File: src/include/l2_params.svh
`ifndef L2_PARAMS_SVH
`define L2_PARAMS_SVH

// Line geometry
`define L2_LINE_BYTES 64

// Backing store depth in lines, addresses fold modulo this
`define L2_MEM_LINES 256
`define L2_MEM_IDX_W $clog2(`L2_MEM_LINES)

// Duplicated L1 data cache tags
`define L1_SETS 32
`define L1_WAYS 4

// Line address as seen on the PCI
`define L2_ADDR_W 26

`endif

File: src/rtl/l2_pkg.sv
`include "l2_params.svh"

package l2_pkg;

	typedef enum logic [1:0]
	{
		PCI_OP_LOAD       = 2'd0,
		PCI_OP_STORE      = 2'd1,
		PCI_OP_FLUSH      = 2'd2,
		PCI_OP_INVALIDATE = 2'd3
	} pci_op_t;

	typedef enum logic [1:0]
	{
		CPI_OP_LOAD           = 2'd0,
		CPI_OP_STORE          = 2'd1,
		CPI_OP_WRITE_VALIDATE = 2'd2, // Reserved, never issued
		CPI_OP_INVALIDATE     = 2'd3
	} cpi_op_t;

	localparam int SET_W = $clog2(`L1_SETS);

	typedef logic [`L2_LINE_BYTES*8-1:0] line_t;
	typedef logic [`L2_LINE_BYTES-1:0] byte_mask_t; // Bit n enables byte n
	typedef logic [`L2_ADDR_W-1:0] line_addr_t;
	typedef logic [`L2_ADDR_W-SET_W-1:0] l1_tag_t;
	typedef logic [SET_W-1:0] l1_set_t;
	typedef logic [$clog2(`L1_WAYS)-1:0] way_t;
	typedef logic [3:0] req_id_t; // Top two bits name the unit

	localparam logic [1:0] UNIT_L1D = 2'd1;

	// Byte-wise merge of a new line over an old one
	function automatic line_t merge_line(line_t old_line, line_t new_line, byte_mask_t mask);
		line_t merged;
		for (int b = 0; b < `L2_LINE_BYTES; b++)
			merged[b*8 +: 8] = mask[b] ? new_line[b*8 +: 8] : old_line[b*8 +: 8];
		return merged;
	endfunction

endpackage

File: src/rtl/l2_request_stage.sv
`timescale 1ns/10ps
`include "l2_params.svh"

module l2_request_stage
(
	input  logic                       clk,
	input  logic                       rst_n_i,
	input  logic                       pci_valid_i,
	input  l2_pkg::req_id_t            pci_id_i,
	input  l2_pkg::pci_op_t            pci_op_i,
	input  l2_pkg::way_t               pci_way_i,
	input  l2_pkg::line_addr_t         pci_address_i,
	input  l2_pkg::line_t              pci_data_i,
	input  l2_pkg::byte_mask_t         pci_mask_i,
	output logic                       pci_ack_o,
	output logic [`L2_MEM_IDX_W-1:0]   rd_addr_o,
	output logic                       wr_en_o,
	output logic [`L2_MEM_IDX_W-1:0]   wr_addr_o,
	output l2_pkg::line_t              wr_data_o,
	output l2_pkg::byte_mask_t         wr_mask_o,
	output logic                       lookup_en_o,
	output l2_pkg::l1_set_t            lookup_set_o,
	output l2_pkg::l1_tag_t            lookup_tag_o,
	output logic                       fill_en_o,
	output l2_pkg::way_t               fill_way_o,
	output logic                       inval_en_o,
	output logic                       s1_valid_o,
	output l2_pkg::req_id_t            s1_id_o,
	output l2_pkg::cpi_op_t            s1_op_o,
	output l2_pkg::way_t               s1_way_o,
	output logic                       s1_is_flush_o
);

	l2_pkg::cpi_op_t op_next;
	logic is_store;
	logic from_l1d;

	assign is_store = pci_op_i == l2_pkg::PCI_OP_STORE;
	assign from_l1d = pci_id_i[3:2] == l2_pkg::UNIT_L1D;

	// Flush is answered as a plain load
	always_comb
	begin
		case (pci_op_i)
			l2_pkg::PCI_OP_STORE:      op_next = l2_pkg::CPI_OP_STORE;
			l2_pkg::PCI_OP_INVALIDATE: op_next = l2_pkg::CPI_OP_INVALIDATE;
			default:                   op_next = l2_pkg::CPI_OP_LOAD;
		endcase
	end

	assign rd_addr_o = pci_address_i[`L2_MEM_IDX_W-1:0]; // Memory wraps

	// Directory side effects act on the incoming request
	assign lookup_en_o  = pci_valid_i;
	assign lookup_set_o = pci_address_i[l2_pkg::SET_W-1:0];
	assign lookup_tag_o = pci_address_i[`L2_ADDR_W-1:l2_pkg::SET_W];
	assign fill_en_o    = pci_valid_i && pci_op_i == l2_pkg::PCI_OP_LOAD && from_l1d;
	assign fill_way_o   = pci_way_i;
	assign inval_en_o   = pci_valid_i && pci_op_i == l2_pkg::PCI_OP_INVALIDATE;

	always_ff @(posedge clk or negedge rst_n_i)
	begin
		if (!rst_n_i)
		begin
			pci_ack_o  <= 1'b0;
			s1_valid_o <= 1'b0;
			wr_en_o    <= 1'b0;
		end
		else
		begin
			pci_ack_o  <= pci_valid_i;
			s1_valid_o <= pci_valid_i;
			wr_en_o    <= pci_valid_i && is_store; // Store lands one cycle later
		end
	end

	always_ff @(posedge clk)
	begin
		if (pci_valid_i)
		begin
			s1_id_o       <= pci_id_i;
			s1_op_o       <= op_next;
			s1_way_o      <= pci_way_i;
			s1_is_flush_o <= pci_op_i == l2_pkg::PCI_OP_FLUSH;
			wr_addr_o     <= rd_addr_o;
			wr_data_o     <= pci_data_i;
			wr_mask_o     <= pci_mask_i;
		end
	end

endmodule

File: config.mk
export PLATFORM = sky130hd
export DESIGN_NAME = l2_request_stage
export DESIGN_NICKNAME = d
export VERILOG_FILES = /design/src/rtl/l2_pkg.sv /design/src/rtl/l2_request_stage.sv
export VERILOG_INCLUDE_DIRS = /design/src /design/src/include
export SDC_FILE = /design/constraint.sdc
export NUM_CORES = 1
export LEC_CHECK = 0
export BUFFER_PORTS_ARGS = -buffer_cell sky130_fd_sc_hd__clkbuf_2
export CORE_AREA = 5 5 480 482
export CTS_BUF_LIST = sky130_fd_sc_hd__clkbuf_8
export CTS_CLUSTER_SIZE = 8
export DETAILED_ROUTE_END_ITERATION = 10
export DIE_AREA = 0 0 485 487
export SLEW_MARGIN = 10
export SYNTH_ARGS = -nofsm -noshare
export SYNTH_HDL_FRONTEND = slang
export SYNTH_SLANG_ARGS = --single-unit
File: constraint.sdc
create_clock -name clk -period 0.8 [get_ports clk]
set_clock_uncertainty 0.05 [all_clocks]
set_input_delay 0.2 -clock clk [delete_from_list [all_inputs] [get_ports clk]]
set_output_delay 0.2 -clock clk [all_outputs]
set_load 0.05 [all_outputs]
==> results.txt, run 1 <==
- In this design, the stage delay of the slowest critical-path cell is just under 0.6 ns.
- Growth of design area from synthesis to finish: 171%
- IR analysis of the VDD net gives a maximum drop of roughly 0.0013 V.
- Top FF cell, synth: sky130_fd_sc_hd__edfxtp_1
- Traced cell by cell, the critical path runs through buf_12.
- IO buf count: 1211
- Worst hold start: pci_valid_i
- Headroom to the max-slew limit came out at 47.9%.
- Category of the most critical setup path: register to primary output
- The smallest clock period supported by the final layout is computed as roughly 1.9 ns.
- Synth Net Count: ~1300
* Worst path depth: 1
* Cell taking the most area after synthesis: sky130_fd_sc_hd__edfxtp_1
- In this run the worst path has a maximum fanout of 1.
- Counting flops with a built-in enable in the synthesized netlist gives slightly below 600.
* Peak Freq: just over 500 MHz
- Summed over all layers, the routed wires come to 190000 um.
- Counting along the longest clock path gives a buffer depth of 3.
- Routed WL per cell: 30.7 um
- GP Congestion: 0.895
- During I/O placement, the number of pins put on the boundary was about 1200.
* Total GRT Usage: roughly 16%
- In this run the worst setup path terminates at s1_id_o[2].
- Via count of the first global-routing pass: a little under 20000
- The number of placed instances, taps included, is 4888.
* Placement Rows: between 150 and 200
* Post-route clock period utilization: 242%
* Clk slew on worst S/H paths: ~0.07 ns
- Critical path's slowest cell: sky130_fd_sc_hd__edfxtp_1
- In this design, the largest share of critical-path delay is due to flip-flops.
- Final core occ: about 22%
- Setup repair after global routing missed its margin: yes
- In this run the vertical extent of the chip is ~490 um.
- Entering global routing, the biggest net connects around 110 pins.
* Hold Slack: between 0.03 and 0.04 ns
* Final hold vios: 0
* Commonest cells in the synthesized netlist: sky130_fd_sc_hd__edfxtp_1, sky130_fd_sc_hd__buf_4, sky130_fd_sc_hd__dfrtp_1, sky130_fd_sc_hd__nor2_1
- Clock sink count: 595
- The H-tree was split into 3 levels.
* Ranking of synthesized cells by area: sky130_fd_sc_hd__edfxtp_1, sky130_fd_sc_hd__buf_4, sky130_fd_sc_hd__dfrtp_1, sky130_fd_sc_hd__and4b_1, sky130_fd_sc_hd__and2b_2
* Setup violators final: around 1400
* Total overflow reported by the global router: 0
- Leading cell type by number of instances after synthesis: sky130_fd_sc_hd__edfxtp_1
- After routing, the total negative slack on setup checks comes to -743.14 ns.
* Final instance count without filler cells: a little over 6000
- Status: complete, but fails checks
* Setup crit start: s1_id_o[2]
- The first global-routing pass estimated between 200000 and 250000 um of wire.
- For this configuration, the core starts out at a cell density of 8.05%.
* Number of distinct library cells after synthesis: 10
- The post-route netlist has a little under half of its cells at a drive strength greater than 1.
- In this run the static leakage power is 19.6 nW.
- STA puts the critical path data arrival time at around 1.7 ns.
- The checks that failed: setup timing.
* Root Buffer: sky130_fd_sc_hd__clkbuf_8
- Count of nets after finishing: 3614
- Pre-Repair DR Iteration Count: 5
* Inserted Clock Buffers: 110
* Startpoint type of the worst setup path: register
* Required @ worst endpoint: ~0.55 ns
- Synthesis produced a netlist whose cell count is 641.
* Number of DRC violations after detailed-routing iteration 0: around 860
- Across the run, the number of max-cap violations was 0.
- The routed layout has approximately 18000 vias.
- Sequential-to-total area share from yosys stat: a little over nine tenths
- Final Max Tran Viols: 0
* Top cell type's share of synthesized area: a little over nine tenths
* Ratio of total power to cell area: between 2000 and 2500 mW/mm^2
- Die outline width: between 400 and 500 um
- Detailed placement finished with a half-perimeter wire length of around 160000 um.
* Die outline area: about 0.24 sq mm
- In this run, synthesis produced a sequential element count of approximately 600.
- The tightest min-delay check is of the primary input to register type.
* Post-DR vias/cell: 2.89
* Antenna-violating nets left: 0
* Slew at the pin with the worst max-slew slack: around 0.8 ns
* Async SR Flop Fraction: less than 1%
* Clock tree from TritonCTS: done
- Element type at the critical path end: primary output
- The design draws 98.8 mW.
* Minimum setup slack in the final design: -1.14 ns
- Post-synthesis cell area: about 0.018 sq mm
* Synth Warn #: 0
- Count of buffer and inverter cells on the critical path: 1
- Antenna violations before repair: around 170
* Syn_area_per_cell: between 20 and 30 sq um
* Remaining design rule violation count: 0
* Placeable core region: between 0.2 and 0.25 sq mm
-- layout by cell type, fill, tap and decap left out, drive strengths merged, types with 2 or more instances in the layout --
| cell type | Yosys | routed |
|---|---|---|
| buf | 38 | 615 |
| bufinv | 0 | 10 |
| clkbuf | 1 | 777 |
| clkinv | 0 | 44 |
| clkinvlp | 0 | 5 |
| dfrtp | 2 | 2 |
| diode | 0 | 81 |
| dlygate4sd3 | 0 | 1005 |
| edfxtp | 593 | 593 |
| inv | 0 | 34 |
| nor2 | 2 | 2 |
-- kinds of logic after synthesis --
| logic type | count (synthesis) | synth area share, % |
|---|---|---|
| buffers and inverters | 39 | 1.59 |
| flip-flops | 595 | 98.2 |
| AND/OR/NAND/NOR | 7 | 0.248 |
-- through the flow --
| stage | worst slack, ns | cell area [sq um] |
|---|---|---|
| after global routing | -1.25 | 49200 |
| after CTS | -1.29 | 49000 |
| after global placement | -0.589 | 35100 |
| after floorplan | -0.147 | 18200 |
| after detailed placement | -0.604 | 35100 |
| final | -1.14 | 49300 |
-- registers in the layout (all words and copies together), names as in the netlist --
register,cells
wr_en_o,1
s1_way_o,2
s1_is_flush_o,1
wr_data_o,512
wr_mask_o,64
s1_id_o,4
s1_op_o,2
s1_valid_o,1
wr_addr_o,8
-- timing repair --
action,CTS,global route
hold buffers,1006,1
gates resized for setup,364,110
pin swaps,2,0
endpoints found under the hold margin,641,3
endpoints found under the setup margin,613,1162
buffers inserted,5,0
-- layout make-up --
type | count | area [sq um]
clock inverter | 93 | 711
timing repair buffer | 2287 | 25200
clock buffer | 110 | 1510
fill | 23527 | 177000
tap | 3009 | 3760
sequential | 595 | 17900
antenna | 81 | 203
multi-input combinational | 7 | 60.1
-- routing by layer --
metal / wire length (um) / GRT usage (%)
met1: 61800 / 14.9
met2: 83300 / 24.4
met3: 36100 / 13.2
met4: 8650 / 5.47
met5: 200 / 0
-- worst min-delay path by stage --
| stage | cells past startpoint | to | slack [ns] |
|---|---|---|---|
| 6_report | 3 | wr_data_o[81] | 0.03 |
| 5_1_grt | 3 | wr_data_o[92] | -0.05 |
| 4_1_cts | 3 | wr_data_o[229] | -0.05 |
| 3_5_place_dp | 1 | s1_valid_o | 0.03 |
| 3_3_place_gp | 1 | s1_valid_o | 0.02 |
| 2_1_floorplan | 0 | s1_valid_o | -0.15 |
-- report_power, final --
group | total, mW | leakage [nW] | switching [mW] | internal [mW]
sequential | 39.4 | 5.83 | 2.21 | 37.2
combinational | 28.4 | 12.6 | 15.8 | 12.6
clock | 31.0 | 1.24 | 14.8 | 16.2
total | 98.8 | 19.6 | 32.8 | 66.0
No activity file was read; power rests on OpenSTA's default activity.
==> inputs of run 2 (changes only) <==
==> constraint.sdc (replaced) <==
create_clock -name clk -period 2.47 [get_ports clk]
set_clock_uncertainty 0.05 [all_clocks]
set_input_delay 0.6175 -clock clk [delete_from_list [all_inputs] [get_ports clk]]
set_output_delay 0.6175 -clock clk [all_outputs]
set_load 0.05 [all_outputs]
==> run 2 against run 1 <==
Net effect: design area down 26%; combinational power down 77%; flip-flop and latch count unchanged; the flow now finishes without violations; utilization down 5.6 points; highest routed layer unchanged; clock power down 66%; largest cell class is now flip-flops and latches; largest power group unchanged.
==> results.txt, run 2 (synthesized netlist as in run 1, its figures left out) <==
- Status: finished clean
- The H-tree generated during clock tree synthesis spans 3 levels.
- Required @ worst endpoint: 1.80 ns
- Antenna violations before repair: 170
- Setup crit start: wr_data_o[274]
- Crit-path cells: clkbuf_2
- Port buffering added roughly 1200 buffers.
- The die is ~490 um tall.
* Leak Pwr: 14.8 nW
* CTS Buffer Depth: 3
- At the end of routability-driven placement, the weighted congestion stood at between 0.8 and 0.9.
* Clock sink count: roughly 600
- TritonCTS built the clock tree.
* Clock share of power: between 30 and 40%
* Total overflow reported by the global router: 0
- Placement Rows: roughly 180
* Crit-path max FO: 1
* Grt met2 use: approximately a quarter
- The floorplan step defined a die boundary enclosing between 0.2 and 0.25 sq mm.
- Total GRT Usage: 14.9%
* Element type at the critical path end: primary output
- Of the total power, the share spent switching nets is approximately a third.
- In the final layout, the registers with the most flip-flops are wr_data_o: 512 flops, wr_mask_o: 64 flops, wr_addr_o: 8 flops.
- Placeable core region: 0.226 sq mm
* Slew at the pin with the worst max-slew slack: 1.16 ns
* Final instance count without filler cells: ~5700
- Final critical delay including setup and external delays: roughly 2.4 ns
- In this run the number of cells on the critical path is 1.
- Minimum setup slack in the final design: 0.105 ns
- Via count of the first global-routing pass: between 15000 and 20000
- Root Buffer: sky130_fd_sc_hd__clkbuf_8
- Number of post-CTS setup repair buffers: 0
- In this run the worst hold path is classified as primary input to asynchronous set/reset pin.
* Combined flip-flop and latch cell area: 0.0179 sq mm
* Register name with the most flops: wr_data_o
* Worst rel slew slack: roughly 22%
* Remaining design rule violation count: 0
- Hold Slack: around 0.14 ns
* Clk slew on worst S/H paths: roughly 0.060 ns
- In the final layout, the share of cells above drive strength 1 is between 50 and 60%.
* Aggregate negative setup slack: 0 ns
* Maximum resistive drop on vdd: 0.000462 V
- The final layout contains 3157 nets.
- The final layout contains routed wiring with a total length of between 150000 and 200000 um.
- Cells fill approximately 16% of the core in the end.
- Layer with the highest usage after global routing: met2
* P_int: about 19 mW
- The share of total power dissipated in combinational logic is 22.2%.
- Share of power burned in registers: a little over two fifths
* Pin count of the biggest net entering global routing: a little under 70
- The cell family contributing the most delay on the critical path is buffers and inverters.
* Final Max Tran Viols: 0
* Starting utilization of the core area: under 10%
* Setup repair after global routing missed its margin: no
- Ratio of total power to cell area: around 800 mW/mm^2
- Number of top-level pins: approximately 1200
- After filler insertion, the fill cell instance count of the layout stands at around 25000.
- Post-route clock period utilization: between 90 and 100%
- Wire length of the first global-routing pass: about 220000 um
* Count of buffer and inverter cells on the critical path: 1
* Cell total after placement: roughly 4800
* Met1 global-route usage: between 10% and 20%
- Most frequent cells in the layout: sky130_fd_sc_hd__clkbuf_2, sky130_fd_sc_hd__dlygate4sd3_1, sky130_fd_sc_hd__edfxtp_1
- For this run, the slowest stage of the critical path takes 0.49 ns.
- The first TritonRoute pass finished after 5 iterations.
- Category of the most critical setup path: register to primary output
- Antenna-violating nets left: 0
* Setup violators final: 0
* Inserted Clock Buffers: ~110
- The largest individual stage delay along the critical path comes from the cell sky130_fd_sc_hd__clkbuf_2.
- Startpoint type of the worst setup path: register
- DR vias: between 15000 and 20000
- Peak Freq: roughly 420 MHz
* Critical Path End: wr_data_o[274]
* Commonest non-fill, non-tap cell in the layout: sky130_fd_sc_hd__clkbuf_2
* Post-DR vias/cell: 2.80
- Final hold vios: 0
- After the first detailed-routing iteration, the DRC count stood at 1051.
* Combined area of the multi-input logic cells: 45.0 sq um
- Switching pwr: between 10 and 15 mW
* Routed WL per cell: 32.1 um
* Met3 track demand over resource: about 14%
* Placement Setup Slack: 0.0521 ns
- STA puts the critical path data arrival time at about 1.7 ns.
- Die outline width: a little under 500 um
- The tool flagged a number of max-cap violations equal to 0.
- After legalization and detailed placement, the total HPWL measured about 160000 um.
- From synthesis to final layout, the design area changed by 102%.
- Number of flip-flops under the largest register name: a little over 500
-- run 2: changes by cell type in the layout (fill, tap and decap cells not counted), moves of 8 or more --
cell	before	now
sky130_fd_sc_hd__clkbuf_2	588	1140
sky130_fd_sc_hd__clkbuf_8	180	121
sky130_fd_sc_hd__clkbuf_4	9	55
sky130_fd_sc_hd__buf_8	104	1
sky130_fd_sc_hd__buf_4	48	19
sky130_fd_sc_hd__dlygate4sd3_1	1005	593
sky130_fd_sc_hd__diode_2	81	54
sky130_fd_sc_hd__inv_1	31	23
sky130_fd_sc_hd__buf_12	457	9
-- run 2: through the flow --
step,power (mW),instance area [sq um]
final,29.2,36700
after global routing,30.5,36600
after CTS,29.9,36500
after detailed placement,18.1,28000
after global placement,18.1,28000
after floorplan,15.4,18200
-- run 2: worst min-delay path by stage --
stage,slack (ns),start,end,cells past startpoint
final,0.14,rst_n_i,wr_en_o,2
after global routing,0.08,rst_n_i,s1_valid_o,2
after CTS,0.009,rst_n_i,wr_en_o,2
after detailed placement,0.39,rst_n_i,wr_en_o,1
after global placement,0.39,rst_n_i,wr_en_o,1
after floorplan,0.27,rst_n_i,s1_valid_o,0
-- run 2: power groups by stage --
stage / combinational (mW) / clock [mW] / sequential (mW)
floorplan: 0.173 / 0 / 15.2
global placement: 5.57 / 0 / 12.5
detailed placement: 5.57 / 0 / 12.5
CTS: 6.65 / 10.9 / 12.4
global route: 6.84 / 11.3 / 12.4
finish: 6.50 / 10.4 / 12.3
-- run 2: cell type report --
| class | instances | share of cell area, % |
|---|---|---|
| tap | 3009 | 10.3 |
| multi-input combinational | 7 | 0.123 |
| antenna | 54 | 0.368 |
| timing repair buffer | 1827 | 34.2 |
| clock buffer | 113 | 4.24 |
| clock inverter | 98 | 2.14 |
| sequential | 595 | 48.7 |
-- run 2: repair_timing --
item,in CTS,in global routing
resized for setup,74,1
hold buffers,593,0
cloned,0,0
hold endpoints to repair,618,0
setup endpoints to repair,64,1
-- run 2: metal layers --
metal	routed length (um)	vias to the layer above
met4	6060	46
met1	57500	7592
met2	80500	1416
met3	38600	424
met5	297	-
li1	-	6465
==> inputs of run 3 (changes only) <==
--- a/config.mk
+++ b/config.mk
@@ -12,6 +12,7 @@
 export CTS_CLUSTER_SIZE = 8
 export DETAILED_ROUTE_END_ITERATION = 10
 export DIE_AREA = 0 0 485 487
+export MAX_ROUTING_LAYER = met4
 export SLEW_MARGIN = 10
 export SYNTH_ARGS = -nofsm -noshare
 export SYNTH_HDL_FRONTEND = slang
==> run 3 against run 2 <==
Net effect: worst setup slack better by 0.021 ns; global-route usage up 0.44 points; first-iteration DRC count decreased by 2.6%; final cell count rose by 0.44%; via count fell by 0.42%; critical path type is now primary input to primary output; critical endpoint is now lookup_set_o[2].
==> results.txt, run 3 (synthesized netlist as in run 1, its figures left out) <==
* Status: finished clean
* Number of filler instances in the final layout: between 20000 and 25000
* P_int: approximately 19 mW
* Count of nets after finishing: about 3200
* Worst Path Arrival: ~1.7 ns
- For this run the aggregate overflow at the end of global routing stands at 0.
- The most critical setup path has its startpoint at pci_address_i[2].
- Category of the most critical setup path: primary input to primary output
* Highest signal layer in the routed design: met4
- The clock passes through at most 3 buffers.
- Power after layout: between 20 and 30 mW
- The clock network accounts for around 36% of the total power.
- Antenna violations before repair: around 170
* Cell total after placement: 4845
- Of the total power, the share spent switching nets is a little over a third.
- Entering global routing, the biggest net connects 69 pins.
- Of all nets on the critical path, the largest fanout is 3.
* Ratio of total power to cell area: 796 mW/mm^2
- Crit-path cells: dlygate4sd3_1, clkbuf_2, clkbuf_2
- From left edge to right edge, the die measures between 400 and 500 um.
- The congestion estimate from routability-driven global placement came to ~0.91.
* Clk slew on worst S/H paths: about 0.06 ns
- STA puts the critical path data required time at roughly 1.8 ns.
- Per report_power, the combinational group accounts for between 20 and 25% of the total.
- The first global-routing pass estimated ~220000 um of wire.
* Switching pwr: roughly 10 mW
* Critical path's slowest cell: sky130_fd_sc_hd__dlygate4sd3_1
* Total length of routed wires: between 150000 and 200000 um
- Detailed-routing wirelength on met1: approximately 58000 um
* Total GRT Usage: 15.4%
- Max incr delay on CP: 0.52 ns
* Total half-perimeter wirelength after legalization and detailed placement: approximately 160000 um
- STA classifies the critical path endpoint as a primary output.
- For this block, the initial DRC count from the detailed router was a little over 1000.
- Antenna-violating nets left: 0
* Worst path depth: 3
- Pre-Repair DR Iteration Count: 5
- After detailed routing, the number of remaining DRC violations is 0.
- The register with the most flip-flops in the final layout is wr_data_o.
- Instance area after placement: around 0.028 sq mm
* Commonest non-fill, non-tap cell in the layout: sky130_fd_sc_hd__clkbuf_2
- Final critical delay including setup and external delays: 2.34 ns
- Registers with the highest flip-flop counts: wr_data_o: 512 flops, wr_mask_o: 64 flops, wr_addr_o: 8 flops
* Final instance count without filler cells: 5728
- For the pin with the worst max-slew slack, the measured transition is roughly 1.1 ns.
* MaxCap Viol Count: 0
- The area growth from synthesis to layout is 102%.
- Derived from the worst setup path, the maximum achievable clock frequency is roughly 430 MHz.
* Hold Slack: 0.146 ns
* Die height: a little under 500 um
* Number of flip-flops under the largest register name: about 500
- Before CTS, the worst setup slack after placement is between 0.05 and 0.06 ns.
* Final Max Tran Viols: 0
* Hold Crit Class: primary input to asynchronous set/reset pin
- Design area: ~0.037 sq mm
* Cell family with the largest share of critical-path delay: buffers and inverters
* IO buf count: about 1200
- Setup violations remaining at the end of the flow were counted as 0.
- Final hold vios: 0
- The via count of the first global-routing pass came to 16890.
- Across all layers, the routed design uses 15876 vias.
- Routed WL per cell: between 30 and 40 um
- Clock sink count: around 600
- Fraction of layout instances using a drive strength above 1: between 50 and 60%
* Setup repair after global routing missed its margin: no
* Minimum setup slack in the final design: ~0.13 ns
* Maximum resistive drop on vdd: 0.000463 V
- Share of power burned in registers: 42.2%
- Most frequent cells in the layout: sky130_fd_sc_hd__clkbuf_2, sky130_fd_sc_hd__dlygate4sd3_1, sky130_fd_sc_hd__edfxtp_1
- The total area inside the core boundary comes to 0.226 sq mm.
* Startpoint type of the worst setup path: primary input
- Post-DR vias/cell: ~2.8
* Leak Pwr: 14.8 nW
- The floorplan step defined a die boundary enclosing 0.236 sq mm.
- The initial utilization of the core area, before any placement, comes to between 8 and 9%.
- In the detailed route, the total length drawn on met3 is about 39000 um.
* Critical path's most frequent cell: sky130_fd_sc_hd__clkbuf_2
* Worst rel slew slack: roughly a quarter
* Inserted Clock Buffers: around 110
- During I/O placement, the number of pins put on the boundary was between 1000 and 1500.
* Post-route clock period utilization: about 95%
- Summed over all nets, wire length on met2 after detailed routing comes to ~80000 um.
- Counting both buffers and inverters, the worst setup path holds a total of 3.
- Placement Rows: about 180
- The root buffer cell chosen for the clock tree is sky130_fd_sc_hd__clkbuf_8.
- Clock tree from TritonCTS: done
- The H-tree generated during clock tree synthesis spans 3 levels.
==> run 3: changes by cell type in the layout (fill, tap and decap cells not counted), sizes merged <==
| cell | delta |
|---|---|
| diode | +25 |
==> run 3: stage by stage <==
| step | utilization (%) | setup TNS [ns] |
|---|---|---|
| finish | 16.3 | 0 |
| global route | 16.2 | 0 |
| CTS | 16.2 | -0.148 |
| detailed placement | 12.4 | 0 |
| global placement | 12.4 | 0 |
| floorplan | - | 0 |
==> run 3: area by class of cell <==
class | count | area, sq um | area share (%)
tap | 3009 | 3760 | 10.2
clock inverter | 98 | 783 | 2.13
clock buffer | 113 | 1560 | 4.23
multi-input combinational | 7 | 45.0 | 0.123
timing repair buffer | 1827 | 12500 | 34.1
sequential | 595 | 17900 | 48.6
antenna | 79 | 198 | 0.538
==> run 3: worst paths after layout <==
kind	endpoint	slack [ns]
max	lookup_set_o[2]	0.13
min	wr_en_o	0.15
max in group asynchronous	s1_valid_o	2.10
min in group clk	s1_op_o[0]	0.19
==> run 3: timing repair <==
action,in CTS,in global routing
hold buffers,593,0
gates cloned,0,0
gates resized for setup,74,1
setup endpoints to repair,64,1
setup buffers,0,0
hold endpoints to repair,618,0
==> run 3: per-layer routing <==
layer	vias up	track usage [%]
li1	6519	-
met1	7606	14.0
met2	1383	23.6
met3	368	13.8
met4	0	4.20
met5	-	-
==> run 3: power groups by stage <==
stage / sequential [mW] / combinational, mW / clock, mW
2_1_floorplan: 15.2 / 0.173 / 0
3_3_place_gp: 12.5 / 5.57 / 0
3_5_place_dp: 12.5 / 5.57 / 0
4_1_cts: 12.4 / 6.65 / 10.9
5_1_grt: 12.4 / 6.84 / 11.3
6_report: 12.3 / 6.50 / 10.4
